### src/verilog/if_fetch_pkg.sv
// Fetch stage constants: redirect source enum, address widths, trap vector fields, FIFO sizing
package if_fetch_pkg;

  //////////////////////////////////////////////////////////////////////
  // Address and trap vector widths
  //////////////////////////////////////////////////////////////////////

  localparam int ADDR_W   = 32;
  // Upper bits of mtvec, the vector table is 128-byte aligned
  localparam int MTVEC_W  = 25;
  localparam int IRQ_ID_W = 5;

  // NMI uses a fixed slot in the vector table
  localparam logic [IRQ_ID_W-1:0] NMI_INDEX = 5'd15;

  //////////////////////////////////////////////////////////////////////
  // Prefetch FIFO sizing
  //////////////////////////////////////////////////////////////////////

  localparam int FIFO_DEPTH = 4;
  // Wide enough to hold the value FIFO_DEPTH itself
  localparam int CNT_W      = $clog2(FIFO_DEPTH + 1);
  localparam int PTR_W      = $clog2(FIFO_DEPTH);

  // Redirect sources selected by the controller
  typedef enum logic [2:0] {
    PC_BOOT     = 3'd0,
    PC_JUMP     = 3'd1,
    PC_BRANCH   = 3'd2,
    PC_MRET     = 3'd3,
    PC_TRAP_EXC = 3'd4,
    PC_TRAP_IRQ = 3'd5,
    PC_TRAP_NMI = 3'd6
  } pc_mux_e;

endpackage

### src/verilog/if_instr_pkg.sv
// Instruction word widths and the compressed quadrant encoding
package if_instr_pkg;

  // Full and compressed instruction sizes
  localparam int INSTR_W  = 32;
  localparam int CINSTR_W = 16;

  //////////////////////////////////////////////////////////////////////
  // Quadrant of the low two opcode bits
  //////////////////////////////////////////////////////////////////////

  // Q0..Q2 hold 16-bit encodings
  // Q_FULL marks a regular 32-bit instruction
  typedef enum logic [1:0] {
    Q0     = 2'b00,
    Q1     = 2'b01,
    Q2     = 2'b10,
    Q_FULL = 2'b11
  } quadrant_e;

endpackage

### src/verilog/if_fetch_intf.sv
// Push interface from fetch controller to FIFO, pop interface from FIFO to IF/ID register
`timescale 1ns/10ps

interface fetch_push_if;
  import if_fetch_pkg::*;
  import if_instr_pkg::*;

  // One-cycle strobe per accepted bus response
  logic               push;
  logic [ADDR_W-1:0]  push_addr;
  logic [INSTR_W-1:0] push_instr;
  logic               push_err;
  // Empties the buffer on a redirect
  logic               flush;
  // Free slots, already reduced by a push of this cycle
  logic [CNT_W-1:0]   free_cnt;

  modport fetcher (output push, push_addr, push_instr, push_err, flush, input free_cnt);
  modport store (input push, push_addr, push_instr, push_err, flush, output free_cnt);
endinterface

interface fetch_pop_if;
  import if_fetch_pkg::*;
  import if_instr_pkg::*;

  // Head entry of the FIFO
  logic               valid;
  logic [ADDR_W-1:0]  addr;
  logic [INSTR_W-1:0] instr;
  logic               err;
  // Head leaves when valid and pop meet at an edge
  logic               pop;

  modport store (output valid, addr, instr, err, input pop);
  modport taker (input valid, addr, instr, err, output pop);
endinterface

### src/verilog/if_pc_fetch.sv
// Fetch controller: next-PC select, bus requests, outstanding and discard counters
`timescale 1ns/10ps

module if_pc_fetch (
  input  logic                                clk,
  input  logic                                rst_n,
  // Redirect request from the controller
  input  logic                                pc_set_i,
  input  if_fetch_pkg::pc_mux_e               pc_mux_i,
  input  logic [if_fetch_pkg::ADDR_W-1:0]     boot_addr_i,
  input  logic [if_fetch_pkg::ADDR_W-1:0]     jump_target_i,
  input  logic [if_fetch_pkg::ADDR_W-1:0]     branch_target_i,
  input  logic [if_fetch_pkg::ADDR_W-1:0]     mepc_i,
  input  logic [if_fetch_pkg::MTVEC_W-1:0]    mtvec_addr_i,
  input  logic [if_fetch_pkg::IRQ_ID_W-1:0]   irq_id_i,
  // Instruction bus
  output logic                                instr_req_o,
  output logic [if_fetch_pkg::ADDR_W-1:0]     instr_addr_o,
  input  logic                                instr_gnt_i,
  input  logic                                instr_rvalid_i,
  input  logic [if_instr_pkg::INSTR_W-1:0]    instr_rdata_i,
  input  logic                                instr_err_i,
  output logic                                busy_o,
  fetch_push_if.fetcher                       push_if
);
  import if_fetch_pkg::*;

  logic [ADDR_W-1:0] target_addr;
  logic [ADDR_W-1:0] aligned_target;
  logic [ADDR_W-1:0] fetch_addr_q;
  logic [ADDR_W-1:0] redir_addr_q;
  logic [ADDR_W-1:0] rsp_addr_q;
  logic              redir_pend_q;
  logic              fetch_en_q;
  logic              held_q;
  logic [CNT_W-1:0]  out_cnt_q;
  logic [CNT_W-1:0]  discard_cnt_q;
  logic              grant;

  //////////////////////////////////////////////////////////////////////
  // Target selection
  //////////////////////////////////////////////////////////////////////

  always_comb begin
    case (pc_mux_i)
      PC_BOOT:     target_addr = boot_addr_i;
      PC_JUMP:     target_addr = jump_target_i;
      PC_BRANCH:   target_addr = branch_target_i;
      PC_MRET:     target_addr = mepc_i;
      // All exceptions share the vector base
      PC_TRAP_EXC: target_addr = {mtvec_addr_i, 7'b0};
      // Vectored interrupts, one word per index
      PC_TRAP_IRQ: target_addr = {mtvec_addr_i, irq_id_i, 2'b00};
      PC_TRAP_NMI: target_addr = {mtvec_addr_i, NMI_INDEX, 2'b00};
      default:     target_addr = boot_addr_i;
    endcase
  end

  // Word fetches only
  assign aligned_target = {target_addr[ADDR_W-1:2], 2'b00};

  //////////////////////////////////////////////////////////////////////
  // Bus request
  //////////////////////////////////////////////////////////////////////

  // A waiting request stays up; new ones need a free FIFO slot per outstanding word
  // No new request in a redirect cycle, the address would be stale
  assign instr_req_o  = held_q ||
                        (fetch_en_q && !pc_set_i && (out_cnt_q < push_if.free_cnt));
  assign instr_addr_o = fetch_addr_q;
  assign grant        = instr_req_o && instr_gnt_i;
  assign busy_o       = (out_cnt_q != '0);

  // Responses pass to the FIFO once the stale ones are used up
  assign push_if.push       = instr_rvalid_i && (discard_cnt_q == '0);
  assign push_if.push_addr  = rsp_addr_q;
  assign push_if.push_instr = instr_rdata_i;
  assign push_if.push_err   = instr_err_i;
  assign push_if.flush      = pc_set_i;

  always_ff @(posedge clk or negedge rst_n) begin
    if (!rst_n) begin
      fetch_en_q    <= 1'b0;
      held_q        <= 1'b0;
      redir_pend_q  <= 1'b0;
      out_cnt_q     <= '0;
      discard_cnt_q <= '0;
      fetch_addr_q  <= '0;
      redir_addr_q  <= '0;
      rsp_addr_q    <= '0;
    end else begin
      held_q    <= instr_req_o && !instr_gnt_i;
      out_cnt_q <= out_cnt_q + CNT_W'(grant) - CNT_W'(instr_rvalid_i);
      if (pc_set_i) begin
        fetch_en_q    <= 1'b1;
        rsp_addr_q    <= aligned_target;
        // Drop every word in flight, a granted or waiting request included
        discard_cnt_q <= out_cnt_q + CNT_W'(instr_req_o) - CNT_W'(instr_rvalid_i);
        if (instr_req_o && !instr_gnt_i) begin
          // Waiting request keeps its address, the target follows after grant
          redir_pend_q <= 1'b1;
          redir_addr_q <= aligned_target;
        end else begin
          redir_pend_q <= 1'b0;
          fetch_addr_q <= aligned_target;
        end
      end else begin
        if (instr_rvalid_i) begin
          if (discard_cnt_q != '0) begin
            discard_cnt_q <= discard_cnt_q - 1'b1;
          end else begin
            rsp_addr_q <= rsp_addr_q + ADDR_W'(4);
          end
        end
        if (grant) begin
          if (redir_pend_q) begin
            redir_pend_q <= 1'b0;
            fetch_addr_q <= redir_addr_q;
          end else begin
            fetch_addr_q <= fetch_addr_q + ADDR_W'(4);
          end
        end
      end
    end
  end

  // Bus rule, request and address held until grant
  a_req_stable: assert property (
    @(posedge clk) disable iff (!rst_n)
    instr_req_o && !instr_gnt_i |=> instr_req_o && $stable(instr_addr_o)
  ) else $error("instr_addr_o changed while waiting for grant");

endmodule

### src/verilog/if_prefetch_fifo.sv
// Prefetch FIFO holding fetched address, word and bus error, with flush and free-slot count
`timescale 1ns/10ps

module if_prefetch_fifo (
  input  logic       clk,
  input  logic       rst_n,
  fetch_push_if.store push_if,
  fetch_pop_if.store  pop_if
);
  import if_fetch_pkg::*;
  import if_instr_pkg::*;

  logic [ADDR_W-1:0]     addr_mem  [FIFO_DEPTH];
  logic [INSTR_W-1:0]    instr_mem [FIFO_DEPTH];
  logic [FIFO_DEPTH-1:0] err_mem;
  logic [PTR_W-1:0]      wr_ptr_q;
  logic [PTR_W-1:0]      rd_ptr_q;
  logic [CNT_W-1:0]      count_q;
  logic                  do_push;
  logic                  do_pop;

  // Flush wins over both ends
  assign do_push = push_if.push && !push_if.flush;
  assign do_pop  = pop_if.pop && pop_if.valid && !push_if.flush;

  // Pending push already claims its slot
  assign push_if.free_cnt = CNT_W'(FIFO_DEPTH) - count_q - CNT_W'(push_if.push);

  assign pop_if.valid = (count_q != '0);
  assign pop_if.addr  = addr_mem[rd_ptr_q];
  assign pop_if.instr = instr_mem[rd_ptr_q];
  assign pop_if.err   = err_mem[rd_ptr_q];

  always_ff @(posedge clk) begin
    if (do_push) begin
      addr_mem[wr_ptr_q]  <= push_if.push_addr;
      instr_mem[wr_ptr_q] <= push_if.push_instr;
      err_mem[wr_ptr_q]   <= push_if.push_err;
    end
  end

  // Pointers wrap on their own, depth is a power of two
  always_ff @(posedge clk or negedge rst_n) begin
    if (!rst_n) begin
      wr_ptr_q <= '0;
      rd_ptr_q <= '0;
      count_q  <= '0;
    end else if (push_if.flush) begin
      wr_ptr_q <= '0;
      rd_ptr_q <= '0;
      count_q  <= '0;
    end else begin
      wr_ptr_q <= wr_ptr_q + PTR_W'(do_push);
      rd_ptr_q <= rd_ptr_q + PTR_W'(do_pop);
      count_q  <= count_q + CNT_W'(do_push) - CNT_W'(do_pop);
    end
  end

  // Fetch controller credit must keep pushes off a full buffer
  a_no_push_full: assert property (
    @(posedge clk) disable iff (!rst_n)
    do_push |-> count_q != CNT_W'(FIFO_DEPTH)
  ) else $error("push into full prefetch FIFO");

  // IF/ID side only pops a valid head
  a_no_pop_empty: assert property (
    @(posedge clk) disable iff (!rst_n)
    pop_if.pop |-> pop_if.valid
  ) else $error("pop from empty prefetch FIFO");

endmodule

### src/verilog/if_id_register.sv
// IF/ID pipeline register with kill/halt gating, stall freeze and compressed marking
`timescale 1ns/10ps

module if_id_register (
  input  logic                              clk,
  input  logic                              rst_n,
  input  logic                              kill_if_i,
  input  logic                              halt_if_i,
  input  logic                              id_ready_i,
  fetch_pop_if.taker                        pop_if,
  output logic                              if_valid_o,
  output logic                              id_instr_valid_o,
  output logic [if_fetch_pkg::ADDR_W-1:0]   id_pc_o,
  output logic [if_instr_pkg::INSTR_W-1:0]  id_instr_o,
  output logic                              id_compressed_o,
  output logic [if_instr_pkg::CINSTR_W-1:0] id_compressed_instr_o,
  output logic                              id_illegal_c_o,
  output logic                              id_bus_err_o
);
  import if_instr_pkg::*;

  quadrant_e quadrant;
  logic      is_compressed;
  logic      illegal_c;

  // Predecode of the head word
  assign quadrant      = quadrant_e'(pop_if.instr[1:0]);
  assign is_compressed = (quadrant != Q_FULL);
  // All-zero 16-bit encoding is reserved as illegal
  assign illegal_c     = is_compressed && (pop_if.instr[CINSTR_W-1:0] == '0);

  // Head visible to ID unless killed or halted
  assign if_valid_o = pop_if.valid && !kill_if_i && !halt_if_i;
  // Kill drains the head without loading it
  assign pop_if.pop = (if_valid_o && id_ready_i) || (kill_if_i && pop_if.valid);

  always_ff @(posedge clk or negedge rst_n) begin
    if (!rst_n) begin
      id_instr_valid_o      <= 1'b0;
      id_pc_o               <= '0;
      id_instr_o            <= '0;
      id_compressed_o       <= 1'b0;
      id_compressed_instr_o <= '0;
      id_illegal_c_o        <= 1'b0;
      id_bus_err_o          <= 1'b0;
    end else if (if_valid_o && id_ready_i) begin
      id_instr_valid_o <= 1'b1;
      id_pc_o          <= pop_if.addr;
      id_instr_o       <= pop_if.instr;
      id_compressed_o  <= is_compressed;
      id_illegal_c_o   <= illegal_c;
      id_bus_err_o     <= pop_if.err;
      // Low half kept only for compressed words
      if (is_compressed) begin
        id_compressed_instr_o <= pop_if.instr[CINSTR_W-1:0];
      end
    end else if (id_ready_i) begin
      id_instr_valid_o <= 1'b0;
    end
  end

  // Stalled decode sees frozen outputs
  a_stall_hold: assert property (
    @(posedge clk) disable iff (!rst_n)
    !id_ready_i |=> $stable({id_instr_valid_o, id_pc_o, id_instr_o, id_compressed_o,
                             id_compressed_instr_o, id_illegal_c_o, id_bus_err_o})
  ) else $error("IF/ID outputs changed during stall");

endmodule

### src/verilog/if_stage.sv
// Instruction fetch stage top: fetch controller, prefetch FIFO and IF/ID register
`timescale 1ns/10ps

module if_stage (
  input  logic                              clk,
  input  logic                              rst_n,
  // Controller
  input  logic                              pc_set_i,
  input  if_fetch_pkg::pc_mux_e             pc_mux_i,
  input  logic [if_fetch_pkg::ADDR_W-1:0]   boot_addr_i,
  input  logic [if_fetch_pkg::ADDR_W-1:0]   jump_target_i,
  input  logic [if_fetch_pkg::ADDR_W-1:0]   branch_target_i,
  input  logic [if_fetch_pkg::ADDR_W-1:0]   mepc_i,
  input  logic [if_fetch_pkg::MTVEC_W-1:0]  mtvec_addr_i,
  input  logic [if_fetch_pkg::IRQ_ID_W-1:0] irq_id_i,
  input  logic                              kill_if_i,
  input  logic                              halt_if_i,
  input  logic                              id_ready_i,
  // Instruction bus
  output logic                              instr_req_o,
  output logic [if_fetch_pkg::ADDR_W-1:0]   instr_addr_o,
  input  logic                              instr_gnt_i,
  input  logic                              instr_rvalid_i,
  input  logic [if_instr_pkg::INSTR_W-1:0]  instr_rdata_i,
  input  logic                              instr_err_i,
  // Status
  output logic                              if_valid_o,
  output logic                              if_busy_o,
  output logic                              csr_mtvec_init_o,
  // IF/ID pipeline
  output logic                              id_instr_valid_o,
  output logic [if_fetch_pkg::ADDR_W-1:0]   id_pc_o,
  output logic [if_instr_pkg::INSTR_W-1:0]  id_instr_o,
  output logic                              id_compressed_o,
  output logic [if_instr_pkg::CINSTR_W-1:0] id_compressed_instr_o,
  output logic                              id_illegal_c_o,
  output logic                              id_bus_err_o
);
  import if_fetch_pkg::*;

  fetch_push_if push_bus ();
  fetch_pop_if  pop_bus ();

  // CSR file loads mtvec on the boot redirect
  assign csr_mtvec_init_o = pc_set_i && (pc_mux_i == PC_BOOT);

  if_pc_fetch pc_fetch_i (
    .clk             (clk),
    .rst_n           (rst_n),
    .pc_set_i        (pc_set_i),
    .pc_mux_i        (pc_mux_i),
    .boot_addr_i     (boot_addr_i),
    .jump_target_i   (jump_target_i),
    .branch_target_i (branch_target_i),
    .mepc_i          (mepc_i),
    .mtvec_addr_i    (mtvec_addr_i),
    .irq_id_i        (irq_id_i),
    .instr_req_o     (instr_req_o),
    .instr_addr_o    (instr_addr_o),
    .instr_gnt_i     (instr_gnt_i),
    .instr_rvalid_i  (instr_rvalid_i),
    .instr_rdata_i   (instr_rdata_i),
    .instr_err_i     (instr_err_i),
    .busy_o          (if_busy_o),
    .push_if         (push_bus.fetcher)
  );

  if_prefetch_fifo prefetch_fifo_i (
    .clk     (clk),
    .rst_n   (rst_n),
    .push_if (push_bus.store),
    .pop_if  (pop_bus.store)
  );

  if_id_register id_register_i (
    .clk                   (clk),
    .rst_n                 (rst_n),
    .kill_if_i             (kill_if_i),
    .halt_if_i             (halt_if_i),
    .id_ready_i            (id_ready_i),
    .pop_if                (pop_bus.taker),
    .if_valid_o            (if_valid_o),
    .id_instr_valid_o      (id_instr_valid_o),
    .id_pc_o               (id_pc_o),
    .id_instr_o            (id_instr_o),
    .id_compressed_o       (id_compressed_o),
    .id_compressed_instr_o (id_compressed_instr_o),
    .id_illegal_c_o        (id_illegal_c_o),
    .id_bus_err_o          (id_bus_err_o)
  );

endmodule

### config.mk
export PLATFORM = sky130hd
export DESIGN_NAME = if_stage
export DESIGN_NICKNAME = d
export VERILOG_FILES = /design/src/verilog/if_fetch_pkg.sv /design/src/verilog/if_instr_pkg.sv /design/src/verilog/if_fetch_intf.sv /design/src/verilog/if_pc_fetch.sv /design/src/verilog/if_prefetch_fifo.sv /design/src/verilog/if_id_register.sv /design/src/verilog/if_stage.sv
export SDC_FILE = /design/constraint.sdc
export NUM_CORES = 1
export LEC_CHECK = 0
export BUFFER_PORTS_ARGS = -buffer_cell sky130_fd_sc_hd__buf_2
export CORE_MARGIN = 4
export CORE_UTILIZATION = 61
export DETAILED_ROUTE_END_ITERATION = 12
export PLACE_DENSITY = 0.89
export SYNTH_ARGS = -nofsm -noshare
export SYNTH_HDL_FRONTEND = slang
export SYNTH_SLANG_ARGS = --single-unit
### constraint.sdc
create_clock -name clk -period 23.4 [get_ports clk]
set_input_delay 2.34 -clock clk [delete_from_list [all_inputs] [get_ports clk]]
set_output_delay 2.34 -clock clk [all_outputs]
set_load 0.01 [all_outputs]
==> results.md <==
- Antenna violations before repair: 1
- Met1 Routed Length: approximately 19 mm
- Routed met2 length: roughly 26 mm
- Layout area overhead: 16.6%
- Final hold vios: 0
- Worst hold path class: flop to flop
- Post-synth top area share: 0.383
- H-tree Lvls: 2
- Slew @ Worst Pin: between 1 and 1.5 ns
- Peak supply drop: 0.0596 mV
- Pwr per Cell Area: approximately 110 mW/mm^2
- Mean area per synthesized cell: approximately 14 um^2
- DRC viols: 0
- Slew Limit Headroom: 0.332
- Crit path arrival time: between 4 and 5 ns
- Vias in the first global route: ~14000
- Min cycle time layout: between 7 and 8 ns
- Clk buf depth: 3
- # hold bufs at CTS: 0
- Fmax: around 0.14 GHz
- Worst Setup EP: instr_req_o
- Seq/Total Area, Yosys: 0.621
- Reg power frac: 0.445
- Synth Flop Type: edfxtp_1
- Port buffer count: between 300 and 400
- Routed vias: between 10000 and 15000
- Top routing layer used: met5
- Fin nets: approximately 1900
- Status: completed
- R2R cell count: 18
- Fillers: around 2000
- Ys async rst share: 0.427
- GP Congestion: roughly 0.94
- Worst clock skew: around 0.017 ns
- Initial DRT Pass Iterations: 8
- Synth Instances: 1420
- Rows: 65
- Met3 wire len: between 3 and 4 mm
- Net load switching power: just under 800 uW
- CTS Sinks: 440
- First-pass GRT wire length: just under 80 mm
- Post-synth EDFFs: around 250
- Post-Route Utilization: 0.725
- CTS tree: yes
- Logic pwr share: 0.276
- DIE WIDTH: 188 um
- Critical path endpoint category: primary output
- I/O pin total: roughly 320
- HPWL after DPL: between 30 and 40 mm
- Reg2reg setup slack: just under 20 ns
- DR vias/cell: ~6.1
- # setup viols final: 0
- Worst-path clk slew: ~0.060 ns
- Share of layout cells above drive strength 1: 0.331
- Clock network power share: 0.279
- Core area: between 0.03 and 0.04 mm^2
- Antenna-violating nets left: 0
- DRT Wirelength: roughly 50 mm
- Internal: between 1.5 and 2 mW
- Crit start category: input pin
- FF-to-FF End: pc_fetch_i.discard_cnt_q[2]
- Fin crit share: 0.304
- Starting density of the core: 0.622
- Die Area: 0.0353 mm^2
- Hold_ws: 0.473 ns
- Largest net degree at the start of global routing: about 120
- Post-Synthesis Cell Area: 0.0198 mm^2
- Worst-skew pair later-pin latency: 0.54 ns
- Leak Pwr: roughly 9.1 nW
- Starting DRC count in detailed routing: between 1000 and 1500
- Routed len/inst: 22.9 um
- RSZ-0062 raised after global routing: false
- Post-CTS Setup Inserts: 0
- CP Data Required Time: about 21 ns
- Seq cells post-synth: 440
- Setup_tns: 0 ns
- CTS buffer count: 42
- Distinct cells, synth: 80
- Largest area contributor in the netlist: edfxtp_1
- Crit path max fanout: 8
- Setup crit start: instr_rvalid_i
- Cts repair resizes: 0
- Switching share of power: 0.318
- Slew Viols, Final: 0
- Ant diodes: 0
- Max Cap Violations: 0
- Top cells by area, synth: edfxtp_1, dfrtp_1, mux4_2, mux2_2, nand2_1
- R2R Path Start: pc_fetch_i.discard_cnt_q[0]
- Chip height: ~190 um
- Global route overflow: 0
- GRT Total Usage: 0.278
- Synth warn: 0
- Root Buffer: clkbuf_16
- Kind of critical path: input pin to primary output
-- power by group through the flow --
stage	Combinational [mW]	Clock (mW)	Sequential (mW)
floorplan	0.407	0	1.13
global route	0.751	0.740	1.13
finish	0.687	0.694	1.11
global placement	0.655	0	1.10
detailed placement	0.685	0	1.12
CTS	0.693	0.702	1.11
-- layout make-up --
cell class / instances / area [um^2] / area share
Clock buffer: 58 / 1160 / 0.0504
Inverter: 33 / 124 / 0.00537
Clock inverter: 20 / 260 / 0.0113
Timing Repair Buffer: 327 / 1690 / 0.0733
Tap cell: 435 / 544 / 0.0236
Multi-Input combinational cell: 866 / 6990 / 0.303
Sequential cell: 440 / 12300 / 0.533
-- metal layers --
layer	vias up	GRT usage
met1	6597	0.349
li1	5922	-
met5	-	0
met4	2	0.0898
met3	113	0.0579
met2	624	0.489
-- worst max-delay path, cell delays in order --
cell	delay, ns
buf_2	0.13
and3b_1	0.36
inv_1	0.15
ha_1	0.21
ha_1	0.19
xnor2_1	0.18
ha_1	0.27
and2_1	0.17
a2111oi_2	0.36
a21oi_1	0.21
inv_1	0.08
buf_2	0.12
-- cell families after synthesis --
group	synth area share
multiplexers	0.145
flip-flops	0.621
AO/OA/AOI/OAI	0.0780
XOR/XNOR	0.0239
AND/OR/NAND/NOR	0.0910
buffers and inverters	0.0278
other	0.000190
adder cells (fa/ha/maj)	0.0132
-- through the flow --
stage               area, um^2  std cells  worst slack (ns)  total power [mW]
global placement         21600       2101             16.35              1.76
finish                   23000       2179             16.30              2.49
global route             23000       2179             16.12              2.62
floorplan                19800       1423             13.83              1.54
CTS                      23000       2179             16.28              2.50
detailed placement       21600       2101             16.30              1.80
-- flip-flops by register name (all words and copies together) (netlist names), 2 cells and up --
signal and cells:
id_register_i.id_instr_o 32, prefetch_fifo_i.err_mem 4, prefetch_fifo_i.wr_ptr_q 2, prefetch_fifo_i.rd_ptr_q 2, pc_fetch_i.out_cnt_q 3, id_register_i.id_pc_o 30, id_register_i.id_compressed_instr_o 16, pc_fetch_i.discard_cnt_q 3
pc_fetch_i.push_if.push_addr 30, prefetch_fifo_i.addr_mem 120, prefetch_fifo_i.instr_mem 128, pc_fetch_i.redir_addr_q 30, pc_fetch_i.instr_addr_o 30, prefetch_fifo_i.count_q 3
-- cells in the final DEF (no fill, tap or decap), drive strengths merged, types with 9 or more instances in the layout --
cell type  instances
xnor2             32
buf              326
mux2              95
a21oi             41
o21ai             86
o211ai            19
dfrtp            188
mux4              75
nand4             12
nor2              84
nand2            137
ha                16
nor3              17
a31oi             20
and3              15
nand3             40
or3               16
mux2i             11
inv               35
o31ai             11
and2               9
xor2              22
o221ai            12
nor4              10
clkinv            11
edfxtp           252
clkbuf            59
-- worst min-delay path by stage --
stage | start | end | slack [ns] | depth (start not counted)
detailed placement | pc_fetch_i.fetch_en_q | pc_fetch_i.fetch_en_q | 0.45 | 2
global placement | pc_fetch_i.fetch_en_q | pc_fetch_i.fetch_en_q | 0.45 | 2
CTS | pc_fetch_i.fetch_en_q | pc_fetch_i.fetch_en_q | 0.47 | 2
floorplan | pc_fetch_i.fetch_en_q | pc_fetch_i.fetch_en_q | 0.43 | 2
global route | pc_fetch_i.fetch_en_q | pc_fetch_i.fetch_en_q | 0.49 | 2
finish | pc_fetch_i.fetch_en_q | pc_fetch_i.fetch_en_q | 0.47 | 2
-- cells in the mapped netlist (3+ instances only) --
master	n
edfxtp_1	252
dfrtp_1	188
nand2_1	136
mux2_2	86
nor2_1	83
mux4_2	75
o21ai_0	74
a21oi_1	40
nand3_1	38
buf_2	37
inv_1	33
xnor2_1	32
clkbuf_1	24
xor2_1	22
a31oi_1	20
o211ai_1	19
ha_1	16
or3_1	16
and3_1	15
nor3_1	15
o21ai_1	12
buf_4	11
mux2i_1	11
o221ai_1	11
o31ai_1	11
nand4_1	10
buf_1	9
mux2_1	9
and2_1	8
a21o_1	7
nand2b_1	7
nor2b_1	7
nor4_1	7
o21a_1	7
a21boi_0	4
o2111ai_1	4
buf_6	3
fa_1	3
o22ai_1	3
No activity file was read; power rests on OpenSTA's default activity.
